$ cat src/dadda_cfg.svh
`ifndef DADDA_CFG_SVH
`define DADDA_CFG_SVH

// multiplier sizes
`define DADDA_WIDTH       16
`define DADDA_PROD_WIDTH  32
`define DADDA_STAGES      6

// wishbone side, byte addressed
`define WB_ADDR_WIDTH     4
`define WB_DATA_WIDTH     32

// word addresses, taken from adr[3:2]
`define REG_OPERANDS      2'd0
`define REG_PRODUCT       2'd1
`define REG_STATUS        2'd2

`endif

$ cat src/dadda_pkg.sv
`include "dadda_cfg.svh"

package dadda_pkg;

    typedef logic [`DADDA_WIDTH-1:0]      operand_t;
    typedef logic [`DADDA_PROD_WIDTH-1:0] product_t;

    typedef logic [`WB_ADDR_WIDTH-1:0]    wb_addr_t;
    typedef logic [`WB_DATA_WIDTH-1:0]    wb_data_t;

    // bus slave handshake
    typedef enum logic [1:0] {
        ST_IDLE,
        ST_WAIT,
        ST_ACK
    } wb_state_t;

endpackage

$ cat src/mul_core_if.sv
`timescale 1ns/1ps

interface mul_core_if;

    // start and done are single cycle pulses
    logic                start;
    dadda_pkg::operand_t a;
    dadda_pkg::operand_t b;
    dadda_pkg::product_t product;
    logic                done;

    modport slave (
        output start,
        output a,
        output b,
        input  product,
        input  done
    );

    modport core (
        input  start,
        input  a,
        input  b,
        output product,
        output done
    );

endinterface

$ cat src/partial_product_gen.sv
`timescale 1ns/1ps
`include "dadda_cfg.svh"

module partial_product_gen (
    input  dadda_pkg::operand_t                            a,
    input  dadda_pkg::operand_t                            b,
    output logic [`DADDA_PROD_WIDTH-1:0][`DADDA_WIDTH-1:0] pp_cols
);

    localparam int w = `DADDA_WIDTH;

    // bits of weight k packed from bit 0 up, unused bits stay zero
    always_comb begin
        pp_cols = '0;
        for (int i = 0; i < w; i++) begin
            for (int j = 0; j < w; j++) begin
                // columns past the middle count rows from the top operand bit
                pp_cols[i + j][(i + j < w) ? i : w - 1 - j] = a[i] & b[j];
            end
        end
    end

endmodule

$ cat src/dadda_reduce_stage.sv
`timescale 1ns/1ps
`include "dadda_cfg.svh"

module dadda_reduce_stage #(
    parameter int target_height = 2,
    parameter int stage_idx     = `DADDA_STAGES - 1
) (
    input  logic [`DADDA_PROD_WIDTH-1:0][`DADDA_WIDTH-1:0] cols_in,
    output logic [`DADDA_PROD_WIDTH-1:0][`DADDA_WIDTH-1:0] cols_out
);

    localparam int ncols = `DADDA_PROD_WIDTH;
    localparam int depth = `DADDA_WIDTH;

    // dadda sequence 2, 3, 4, 6, 9, 13 counted back from the last stage
    function automatic int prior_target(input int s);
        int d;
        d = 2;
        for (int i = `DADDA_STAGES - 1; i > s; i--) begin
            d = (d * 3) / 2;
        end
        return d;
    endfunction

    // sel 0 full adders, 1 half adders, 2 carries arriving from column k-1
    function automatic int col_info(input int sel, input int k);
        int h [ncols];
        int fa;
        int ha;
        int cin;
        int excess;
        int tgt;
        int result;
        result = 0;
        for (int c = 0; c < ncols; c++) begin
            if (c < depth) begin
                h[c] = c + 1;
            end else if (c < 2 * depth - 1) begin
                h[c] = 2 * depth - 1 - c;
            end else begin
                h[c] = 0;
            end
        end
        // replay every stage up to this one, low column first
        for (int s = 0; s <= stage_idx; s++) begin
            tgt = (s == stage_idx) ? target_height : prior_target(s);
            cin = 0;
            for (int c = 0; c < ncols; c++) begin
                excess = h[c] + cin - tgt;
                fa = (excess > 0) ? excess / 2 : 0;
                ha = (excess > 0) ? excess % 2 : 0;
                if (s == stage_idx && c == k) begin
                    case (sel)
                        0:       result = fa;
                        1:       result = ha;
                        default: result = cin;
                    endcase
                end
                h[c] = h[c] - 2 * fa - ha + cin;
                cin = fa + ha;
            end
        end
        return result;
    endfunction

    logic [depth-1:0] carry_bits [ncols];

    assign carry_bits[0] = '0;

    for (genvar k = 0; k < ncols; k++) begin : g_col
        localparam int n_fa   = col_info(0, k);
        localparam int n_ha   = col_info(1, k);
        localparam int c_in   = col_info(2, k);
        localparam int n_used = 3 * n_fa + 2 * n_ha;
        localparam int n_sum  = n_fa + n_ha;

        logic [depth-1:0] sums;
        logic [depth-1:0] carries;

        always_comb begin
            sums = '0;
            carries = '0;
            for (int f = 0; f < n_fa; f++) begin
                sums[f] = cols_in[k][3*f] ^ cols_in[k][3*f+1] ^ cols_in[k][3*f+2];
                carries[f] = (cols_in[k][3*f] & cols_in[k][3*f+1])
                           | (cols_in[k][3*f+1] & cols_in[k][3*f+2])
                           | (cols_in[k][3*f+2] & cols_in[k][3*f]);
            end
            for (int j = 0; j < n_ha; j++) begin
                sums[n_fa+j] = cols_in[k][3*n_fa+2*j] ^ cols_in[k][3*n_fa+2*j+1];
                carries[n_fa+j] = cols_in[k][3*n_fa+2*j] & cols_in[k][3*n_fa+2*j+1];
            end
        end

        // sums, then carries from below, then the bits no adder touched
        assign cols_out[k] = sums
                           | (carry_bits[k] << n_sum)
                           | ((cols_in[k] >> n_used) << (n_sum + c_in));

        if (k < ncols - 1) begin : g_carry
            assign carry_bits[k+1] = carries;
        end
    end

endmodule

$ cat src/dadda_tree.sv
`timescale 1ns/1ps
`include "dadda_cfg.svh"

module dadda_tree (
    input  logic [`DADDA_PROD_WIDTH-1:0][`DADDA_WIDTH-1:0] pp_cols,
    output dadda_pkg::product_t                            row_sum,
    output dadda_pkg::product_t                            row_carry
);

    localparam int targets [`DADDA_STAGES] = '{13, 9, 6, 4, 3, 2};

    logic [`DADDA_PROD_WIDTH-1:0][`DADDA_WIDTH-1:0] stage_cols [`DADDA_STAGES+1];

    assign stage_cols[0] = pp_cols;

    for (genvar s = 0; s < `DADDA_STAGES; s++) begin : g_stage
        dadda_reduce_stage #(
            .target_height (targets[s]),
            .stage_idx     (s)
        ) dadda_reduce_stage_inst (
            .cols_in  (stage_cols[s]),
            .cols_out (stage_cols[s+1])
        );
    end

    // columns are at most two high here, empty slots already read zero
    always_comb begin
        for (int k = 0; k < `DADDA_PROD_WIDTH; k++) begin
            row_sum[k]   = stage_cols[`DADDA_STAGES][k][0];
            row_carry[k] = stage_cols[`DADDA_STAGES][k][1];
        end
    end

endmodule

$ cat src/cla_adder.sv
`timescale 1ns/1ps

module cla_adder #(
    parameter int width = 32
) (
    input  logic [width-1:0] x,
    input  logic [width-1:0] y,
    output logic [width-1:0] sum
);

    localparam int n_groups = width / 4;

    logic [width-1:0]  gen;
    logic [width-1:0]  prop;
    logic [width-1:0]  carry;
    // last entry is the carry out, never needed for a product
    logic [n_groups:0] group_carry;

    assign gen            = x & y;
    assign prop           = x ^ y;
    assign group_carry[0] = 1'b0;

    for (genvar grp = 0; grp < n_groups; grp++) begin : g_group
        logic [3:0] g;
        logic [3:0] p;
        logic       c0;

        assign g  = gen[4*grp +: 4];
        assign p  = prop[4*grp +: 4];
        assign c0 = group_carry[grp];

        // lookahead inside the group
        assign carry[4*grp]     = c0;
        assign carry[4*grp + 1] = g[0] | (p[0] & c0);
        assign carry[4*grp + 2] = g[1] | (p[1] & g[0]) | (p[1] & p[0] & c0);
        assign carry[4*grp + 3] = g[2] | (p[2] & g[1]) | (p[2] & p[1] & g[0])
                                | (p[2] & p[1] & p[0] & c0);

        // group carries ripple to the next group
        assign group_carry[grp + 1] = g[3] | (p[3] & g[2]) | (p[3] & p[2] & g[1])
                                    | (p[3] & p[2] & p[1] & g[0])
                                    | (p[3] & p[2] & p[1] & p[0] & c0);
    end

    assign sum = prop ^ carry;

endmodule

$ cat src/dadda_mult_core.sv
`timescale 1ns/1ps
`include "dadda_cfg.svh"

module dadda_mult_core (
    input logic      clk,
    input logic      rst_n,
    mul_core_if.core core
);

    logic [`DADDA_PROD_WIDTH-1:0][`DADDA_WIDTH-1:0] pp_cols;

    dadda_pkg::product_t row_sum;
    dadda_pkg::product_t row_carry;
    dadda_pkg::product_t row_sum_q;
    dadda_pkg::product_t row_carry_q;
    dadda_pkg::product_t sum;
    dadda_pkg::product_t product_q;
    logic                valid_q;
    logic                done_q;

    partial_product_gen partial_product_gen_inst (
        .a       (core.a),
        .b       (core.b),
        .pp_cols (pp_cols)
    );

    dadda_tree dadda_tree_inst (
        .pp_cols   (pp_cols),
        .row_sum   (row_sum),
        .row_carry (row_carry)
    );

    cla_adder #(
        .width (`DADDA_PROD_WIDTH)
    ) cla_adder_inst (
        .x   (row_sum_q),
        .y   (row_carry_q),
        .sum (sum)
    );

    // one item per stage, a start every cycle is fine
    always_ff @(posedge clk) begin
        if (!rst_n) begin
            valid_q <= 1'b0;
            done_q  <= 1'b0;
        end else begin
            valid_q <= core.start;
            done_q  <= valid_q;
        end
    end

    always_ff @(posedge clk) begin
        if (core.start) begin
            row_sum_q   <= row_sum;
            row_carry_q <= row_carry;
        end
        if (valid_q) begin
            product_q <= sum;
        end
    end

    assign core.product = product_q;
    assign core.done    = done_q;

endmodule

$ cat src/dadda_wb_slave.sv
`timescale 1ns/1ps
`include "dadda_cfg.svh"

module dadda_wb_slave (
    input  logic                clk,
    input  logic                rst_n,
    input  logic                wb_cyc,
    input  logic                wb_stb,
    input  logic                wb_we,
    input  dadda_pkg::wb_addr_t wb_adr,
    input  dadda_pkg::wb_data_t wb_wdat,
    output dadda_pkg::wb_data_t wb_rdat,
    output logic                wb_ack,
    mul_core_if.slave           core
);

    dadda_pkg::wb_state_t state;
    dadda_pkg::operand_t  op_a;
    dadda_pkg::operand_t  op_b;
    dadda_pkg::product_t  product_q;
    logic                 busy_q;
    logic                 done_q;
    logic                 start_q;

    logic       req;
    logic [1:0] word;
    logic       op_write;
    logic       prod_read;
    logic       stall;
    logic       accept;

    assign req       = wb_cyc && wb_stb;
    assign word      = wb_adr[3:2];
    assign op_write  = wb_we && (word == `REG_OPERANDS);
    assign prod_read = !wb_we && (word == `REG_PRODUCT);

    // done clears busy at this edge, so that cycle is already free
    assign stall  = busy_q && !core.done;
    assign accept = req && (state != dadda_pkg::ST_ACK)
                 && !(stall && (op_write || prod_read));

    always_ff @(posedge clk) begin
        if (!rst_n) begin
            state     <= dadda_pkg::ST_IDLE;
            start_q   <= 1'b0;
            busy_q    <= 1'b0;
            done_q    <= 1'b0;
            op_a      <= '0;
            op_b      <= '0;
            product_q <= '0;
        end else begin
            start_q <= accept && op_write;

            case (state)
                dadda_pkg::ST_IDLE: begin
                    if (accept) begin
                        state <= dadda_pkg::ST_ACK;
                    end else if (req) begin
                        state <= dadda_pkg::ST_WAIT;
                    end
                end
                dadda_pkg::ST_WAIT: begin
                    if (accept) begin
                        state <= dadda_pkg::ST_ACK;
                    end else if (!req) begin
                        // master gave up the cycle
                        state <= dadda_pkg::ST_IDLE;
                    end
                end
                dadda_pkg::ST_ACK: state <= dadda_pkg::ST_IDLE;
                default:           state <= dadda_pkg::ST_IDLE;
            endcase

            if (accept && op_write) begin
                op_a   <= wb_wdat[`DADDA_WIDTH-1:0];
                op_b   <= wb_wdat[2*`DADDA_WIDTH-1:`DADDA_WIDTH];
                busy_q <= 1'b1;
                done_q <= 1'b0;
            end else if (core.done) begin
                busy_q <= 1'b0;
                done_q <= 1'b1;
            end

            if (core.done) begin
                product_q <= core.product;
            end
        end
    end

    // address still held by the master while ack is up
    always_comb begin
        case (word)
            `REG_OPERANDS: wb_rdat = {op_b, op_a};
            `REG_PRODUCT:  wb_rdat = product_q;
            `REG_STATUS:   wb_rdat = {{(`WB_DATA_WIDTH - 2){1'b0}}, done_q, busy_q};
            default:       wb_rdat = '0;
        endcase
    end

    assign wb_ack     = (state == dadda_pkg::ST_ACK);
    assign core.start = start_q;
    assign core.a     = op_a;
    assign core.b     = op_b;

endmodule

$ cat src/dadda_mult_top.sv
`timescale 1ns/1ps

module dadda_mult_top (
    input  logic                clk,
    input  logic                rst_n,
    input  logic                wb_cyc,
    input  logic                wb_stb,
    input  logic                wb_we,
    input  dadda_pkg::wb_addr_t wb_adr,
    input  dadda_pkg::wb_data_t wb_wdat,
    output dadda_pkg::wb_data_t wb_rdat,
    output logic                wb_ack
);

    mul_core_if mul_core_if_inst ();

    dadda_wb_slave dadda_wb_slave_inst (
        .clk     (clk),
        .rst_n   (rst_n),
        .wb_cyc  (wb_cyc),
        .wb_stb  (wb_stb),
        .wb_we   (wb_we),
        .wb_adr  (wb_adr),
        .wb_wdat (wb_wdat),
        .wb_rdat (wb_rdat),
        .wb_ack  (wb_ack),
        .core    (mul_core_if_inst.slave)
    );

    dadda_mult_core dadda_mult_core_inst (
        .clk   (clk),
        .rst_n (rst_n),
        .core  (mul_core_if_inst.core)
    );

endmodule

$ cat config.mk
export PLATFORM = sky130hd
export DESIGN_NAME = dadda_mult_top
export DESIGN_NICKNAME = d
export VERILOG_FILES = /design/src/dadda_pkg.sv /design/src/mul_core_if.sv /design/src/partial_product_gen.sv /design/src/dadda_reduce_stage.sv /design/src/dadda_tree.sv /design/src/cla_adder.sv /design/src/dadda_mult_core.sv /design/src/dadda_wb_slave.sv /design/src/dadda_mult_top.sv
export VERILOG_INCLUDE_DIRS = /design/src
export SDC_FILE = /design/constraint.sdc
export NUM_CORES = 1
export LEC_CHECK = 0
export ABC_AREA = 0
export BUFFER_PORTS_ARGS = -buffer_cell sky130_fd_sc_hd__buf_2
export CORE_ASPECT_RATIO = 0.9
export CORE_MARGIN = 2
export CORE_UTILIZATION = 31
export CTS_CLUSTER_DIAMETER = 30
export DETAILED_ROUTE_END_ITERATION = 12
export GPL_TIMING_DRIVEN = 0
export PLACE_DENSITY_LB_ADDON = 0.2
export SLEW_MARGIN = 10
export SYNTH_ARGS = -nofsm -noshare
export SYNTH_HDL_FRONTEND = slang
export SYNTH_SLANG_ARGS = --single-unit
$ cat constraint.sdc
create_clock -name clk -period 12.9 [get_ports clk]
set_input_delay 0.645 -clock clk [delete_from_list [all_inputs] [get_ports clk]]
set_output_delay 0.645 -clock clk [all_outputs]
set_load 0.01 [all_outputs]
==> results of run 1 <==
-- cell type report --
type	instances	area [um2]	share of cell area
Clock buffer	17	425	0.0282
Clock inverter	15	171	0.0113
Buffer	58	218	0.0144
Multi-Input combinational cell	848	8270	0.547
Antenna cell	3	7.51	0.000497
Tap cell	555	694	0.0460
Sequential cell	164	4220	0.279
Timing Repair Buffer	70	388	0.0257
Inverter	190	713	0.0472
-- flip-flops by register name (all words and copies together), names as in the netlist --
register	cells
dadda_wb_slave_inst.core.a	16
dadda_mult_core_inst.core.done	1
dadda_wb_slave_inst.core.start	1
dadda_wb_slave_inst.core.b	16
dadda_mult_core_inst.row_carry_q	30
dadda_mult_core_inst.row_sum_q	31
dadda_mult_core_inst.valid_q	1
dadda_wb_slave_inst.done_q	1
dadda_mult_core_inst.core.product	32
dadda_wb_slave_inst.busy_q	1
dadda_wb_slave_inst.product_q	32
dadda_wb_slave_inst.state	2
-- logic make-up after synthesis --
kind of cell,after synthesis,share of synthesized area
simple gates,436,0.168
xor+xnor,19,0.0124
mux,64,0.0477
fa+ha+maj,248,0.345
compound gates,81,0.0437
buf+inv,248,0.0694
flops,164,0.314
-- worst max-delay path by stage --
stage / to / startpoint / slack (ns) / cells past startpoint
5_1_grt: dadda_mult_core_inst.row_sum_q[16]$_DFFE_PP_ / dadda_wb_slave_inst.core.a[4]$_SDFFE_PN0P_ / 7.70 / 11
2_1_floorplan: dadda_mult_core_inst.row_sum_q[14]$_DFFE_PP_ / dadda_wb_slave_inst.core.b[13]$_SDFFE_PN0P_ / 8.64 / 12
3_5_place_dp: dadda_mult_core_inst.row_carry_q[16]$_DFFE_PP_ / dadda_wb_slave_inst.core.a[5]$_SDFFE_PN0P_ / 7.91 / 12
4_1_cts: dadda_mult_core_inst.row_carry_q[16]$_DFFE_PP_ / dadda_wb_slave_inst.core.a[5]$_SDFFE_PN0P_ / 7.90 / 12
3_3_place_gp: dadda_mult_core_inst.row_carry_q[16]$_DFFE_PP_ / dadda_wb_slave_inst.core.a[4]$_SDFFE_PN0P_ / 7.94 / 12
6_report: dadda_mult_core_inst.row_carry_q[16]$_DFFE_PP_ / dadda_wb_slave_inst.core.a[4]$_SDFFE_PN0P_ / 7.93 / 12
-- through the flow --
step | instances | util | setup slack, ns | area [um2]
3_5_place_dp | 1885 | 0.338 | 7.91 | 14500
6_report | 1920 | 0.352 | 7.93 | 15100
2_1_floorplan | 1260 | - | 8.64 | 13400
5_1_grt | 1917 | 0.352 | 7.70 | 15100
4_1_cts | 1917 | 0.352 | 7.90 | 15100
3_3_place_gp | 1883 | 0.337 | 7.94 | 14500
-- report_power, final --
part	internal [mW]	switching (mW)	leakage, nW
logic	0.0177	0.0285	4.65
registers	0.551	0.00630	1.26
clock network	0.291	0.246	0.296
-- Yosys cell counts (all sizes together) (7+ instances only) --
| library cell | n | area share |
|---|---|---|
| a21oi | 9 | 0.0034 |
| nor2b | 35 | 0.016 |
| a21boi | 35 | 0.020 |
| nor2 | 42 | 0.012 |
| and2 | 183 | 0.085 |
| o21ai | 7 | 0.0026 |
| nand2 | 151 | 0.042 |
| edfxtp | 93 | 0.21 |
| xnor2 | 10 | 0.0065 |
| ha | 45 | 0.042 |
| fa | 203 | 0.30 |
| a21o | 15 | 0.0084 |
| mux2i | 64 | 0.048 |
| inv | 190 | 0.053 |
| clkbuf | 58 | 0.016 |
| dfxtp | 71 | 0.11 |
| xor2 | 9 | 0.0059 |
-- worst max-delay path, delay by kind of cell (launching register included) --
family	cells	cell delay [ns]
adder cells (fa/ha/maj)	6	3.03
buffers and inverters	5	0.73
flip-flops	1	0.69
AND/OR/NAND/NOR	1	0.23
-- per-layer routing --
metal  up-vias  wire length [um]  global-route usage
li1       4079                 -                   -
met1      4534             18500               0.264
met2       241             16600               0.269
met3        34              2070              0.0331
met4         0               686              0.0467
met5         -                 0                   0
==> run_results.csv, run 1 <==
group,metric,value,unit
critical_path,critPathMaxStageDelay,0.69,ns
critical_path,crit_top_cell,"fa_1",
die,ios,74,
die,num_rows,72,
die,dieHeight,201,um
worst_hold_path,whs_path_depth,0,
synth,yosys_most_used_dff,"edfxtp_1",
place,dp_hpwl,29700,um
synth,postSynthAreaPerCell,10.6,um2
global_route,antenna_found_initial,3,
route,wl_per_cell,19.7,um
worst_hold_path,hp-start,"dadda_mult_core_inst.row_sum_q[0]$_DFFE_PP_",
sta,final_hold_viol_count,0,
global_route,grt.overflow.total,0,
route,ant_nets,0,
clocking,cts_max_level,4,
clocking,cts_sinks,164,
clocking,path_clk_slew,0.08,ns
die,die_x,223,um
synth,synthesis.instances,1260,
sta,max_freq,0.201,GHz
route,vias_per_cell,4.63,
clocking,cts_setup_buffers,0,
power_and_ir_drop,finalPower,1.14,mW
worst_hold_path,hold_class,"reg2reg",
clocking,cts_buffers,17,
synth,synth_warnings,0,
route,routed_wl,37800,um
clocking,clk_latency,0.45,ns
cells_and_area,syn_to_final_growth,12.6,%
run,max_cap_viol_count,0,
route,drc,0,
sta,hold_ws,0.426,ns
route,num_vias,8888,
critical_path,r2r_end,"dadda_mult_core_inst.row_carry_q[16]$_DFFE_PP_",
synth,synth_area,0.0134,mm2
clocking,ctsHoldBuffers,0,
clocking,tritoncts,"yes",
critical_path,cp-start-kind,"flip-flop",
die,start_util,0.313,
cells_and_area,fin_nets,1638,
clocking,clock-root-buffer,"clkbuf_16",
global_route,grt_max_degree,33,
cells_and_area,final_cell_mix,"fa_1, inv_1, and2_1",
die,core,0.0429,mm2
critical_path,worstSetupPathType,"reg2reg",
global_route,grt_util_all_layers,0.179,
cells_and_area,fillCellCount,4354,
synth,ys_types,40,
sta,slew_violations,0,
synth,seq_area_frac_synth,0.314,
sta,final-setup-viol-count,0,
cells_and_area,drive_gt1_frac,0.0778,
route,dr.pass1.iters,5,
critical_path,crit_chain,"clkbuf_1 > and2_1 > fa_1 > inv_1 > fa_1 > fa_1 > inv_1 > fa_1 > inv_1 > fa_1 > inv_1 > fa_1",
global_route,grt_pass1_wl,59000,um
critical_path,end_kind,"flip-flop",
sta,worst_slew_pin_slew,1.07,ns
critical_path,cp_data_required_time,13.08,ns
synth,syn_nets,1549,
critical_path,cp_max_fo,10,
run_status,status,"completed",
sta,slew_headroom,0.288,
clocking,clockBufferDepth,2,
place,port-buffer-count,68,
synth,ys_ff_latch,164,
critical_path,r2r_slack,7.93,ns
synth,async_flop_share,0,
route,drtIter0Drc,597,
critical_path,r2r_start,"dadda_wb_slave_inst.core.a[4]$_SDFFE_PN0P_",
cells_and_area,final_common_cell,"fa_1",
clocking,ctsResizeCount,0,
power_and_ir_drop,powerDensity,75.5,mW/mm2
sta,rsz0062_at_grt,"false",
worst_hold_path,hold_path_end,"dadda_mult_core_inst.core.product[0]$_DFFE_PP_",
critical_path,cp_slowest_cell,"dfxtp_1",
critical_path,crit_arrival,5.15,ns
place,gp_congestion,0.832,
sta,fin_skew,0.0122,ns
synth,synth_edf_count,93,
critical_path,reg2regPathDepth,12,
sta,fin_crit_sh,0.385,
sta,min_period,4.97,ns
power_and_ir_drop,p_leak,6.21,nW
global_route,grt_pass1_vias,9292,
power_and_ir_drop,vdd_drop_max,104,uV
sta,tns,0,ns
die,fp.dieArea,0.0450,mm2
(Power assumes the default switching activity.)
==> run 2, diff against run 1 <==
==> constraint.sdc (replaced) <==
create_clock -name clk -period 5.1 [get_ports clk]
set_input_delay 0.255 -clock clk [delete_from_list [all_inputs] [get_ports clk]]
set_output_delay 0.255 -clock clk [all_outputs]
set_load 0.01 [all_outputs]
==> run_results.csv, run 2 (synthesis gave the netlist of run 1 again) <==
group,metric,value,unit
run_status,status,"completed",
cells_and_area,seqCellArea,0.00422,mm2
clocking,clk_latency,0.45,ns
critical_path,cp_max_fo,10,
sta,final-setup-viol-count,0,
critical_path,cp_data_required_time,5.28,ns
die,num_rows,72,
die,die_x,223,um
critical_path,r2r_start,"dadda_wb_slave_inst.core.b[10]$_SDFFE_PN0P_",
global_route,grt_pass1_vias,9292,
place,port-buffer-count,68,
global_route,grt_pass1_wl,59000,um
die,start_util,0.313,
worst_hold_path,hold_class,"in2reg",
route,ant_nets,0,
die,fp.dieArea,0.0450,mm2
global_route,grt_util_all_layers,0.179,
critical_path,end_kind,"flip-flop",
run,max_cap_viol_count,0,
clocking,cts_max_level,4,
die,core,0.0429,mm2
cells_and_area,multi_input_area,0.00827,mm2
route,dr.pass1.iters,4,
cells_and_area,fin_nets,1638,
route,routed_wl,37800,um
critical_path,r2r_slack,0.18,ns
route,drtIter0Drc,552,
sta,fin_skew,0.0121,ns
clocking,clock-root-buffer,"clkbuf_16",
sta,slew_headroom,0.294,
power_and_ir_drop,vdd_drop_max,263,uV
place,dp_hpwl,29700,um
route,drc,0,
critical_path,crit_arrival,5.09,ns
sta,rsz0062_at_grt,"false",
worst_hold_path,whs_path_depth,3,
cells_and_area,drive_gt1_frac,0.0808,
sta,max_freq,0.203,GHz
cells_and_area,fillCellCount,4356,
cells_and_area,fin_util,0.352,
clocking,clockBufferDepth,2,
sta,tns,0,ns
power_and_ir_drop,finalPower,2.88,mW
sta,worst_slew_pin_slew,1.06,ns
route,vias_per_cell,4.63,
sta,final_hold_viol_count,0,
route,wl_per_cell,19.7,um
power_and_ir_drop,powerDensity,191,mW/mm2
power_and_ir_drop,p_leak,6.23,nW
die,dieHeight,201,um
critical_path,reg2regPathDepth,12,
route,num_vias,8884,
cells_and_area,final_common_cell,"fa_1",
sta,hold_ws,0.0443,ns
sta,min_period,4.92,ns
die,ios,74,
clocking,tritoncts,"yes",
cells_and_area,syn_to_final_growth,12.6,%
cells_and_area,final_cell_mix,"fa_1, inv_1, and2_1",
global_route,grt.overflow.total,0,
clocking,cts_buffers,17,
sta,slew_violations,0,
critical_path,worstSetupPathType,"reg2reg",
clocking,path_clk_slew,0.08,ns
clocking,cts_setup_buffers,0,
critical_path,cp-start-kind,"flip-flop",
place,gp_congestion,0.832,
global_route,grt_max_degree,33,
clocking,cts_sinks,164,
worst_hold_path,hold_path_end,"dadda_wb_slave_inst.core.b[10]$_SDFFE_PN0P_",
worst_hold_path,hp-start,"wb_wdat[26]",
sta,fin_crit_sh,0.964,
critical_path,r2r_end,"dadda_mult_core_inst.row_carry_q[16]$_DFFE_PP_",
global_route,antenna_found_initial,3,
run 2: per-layer routing:
layer,global-route usage,vias up,share of wire
met4,0.0467,0,0.018
li1,-,4081,-
met1,0.264,4538,0.49
met3,0.0331,33,0.051
met5,0,-,0
met2,0.269,232,0.44
run 2: power breakdown:
group | switching, mW | internal (mW)
Sequential | 0.0159 | 1.39
Clock | 0.620 | 0.736
Combinational | 0.0720 | 0.0447
run 2: how the worst max path moves through the flow:
stage,startpoint,to,slack (ns),depth (start not counted)
after floorplan,dadda_wb_slave_inst.core.b[13]$_SDFFE_PN0P_,dadda_mult_core_inst.row_sum_q[14]$_DFFE_PP_,0.84,12
after global placement,dadda_wb_slave_inst.core.a[4]$_SDFFE_PN0P_,dadda_mult_core_inst.row_carry_q[16]$_DFFE_PP_,0.14,12
after detailed placement,dadda_wb_slave_inst.core.a[5]$_SDFFE_PN0P_,dadda_mult_core_inst.row_carry_q[16]$_DFFE_PP_,0.11,12
after CTS,dadda_wb_slave_inst.core.a[5]$_SDFFE_PN0P_,dadda_mult_core_inst.row_carry_q[16]$_DFFE_PP_,0.10,12
after global routing,dadda_wb_slave_inst.core.a[3]$_SDFFE_PN0P_,dadda_mult_core_inst.row_sum_q[16]$_DFFE_PP_,0.0003,11
final,dadda_wb_slave_inst.core.b[10]$_SDFFE_PN0P_,dadda_mult_core_inst.row_carry_q[16]$_DFFE_PP_,0.18,12
run 2: layout make-up:
cell class	count	share of cell area
diodes	2	0.000331
flip-flops and latches	164	0.279
repair buffers	70	0.0257
inverters	190	0.0472
multi-input cells	848	0.547
plain buffers	58	0.0147
clock inverters	15	0.0113
well taps	555	0.0460
clock buffers	17	0.0282
run 2: per-stage QoR:
stage / worst slack, ns / cells / cell area, um2
after floorplan: 0.844 / 1260 / 13400
after global placement: 0.141 / 1883 / 14500
after detailed placement: 0.112 / 1885 / 14500
after CTS: 0.100 / 1917 / 15100
after global routing: 0.000307 / 1917 / 15100
final: 0.184 / 1919 / 15100
run 2: timing repair:
| item | 4_1_cts | 5_1_grt |
|---|---|---|
| hold buffers | 0 | 0 |
| resized for setup | 0 | 8 |
| endpoints found under the setup margin | 0 | 5 |
run 2: critical path: stages (launching register included):
cell      delay [ns]
dfxtp_1         0.63
clkbuf_1        0.49
and2_1          0.22
fa_1            0.43
inv_1           0.09
fa_1            0.46
fa_1            0.57
inv_1           0.06
fa_1            0.54
inv_1           0.06
fa_1            0.53
inv_1           0.05
fa_1            0.50
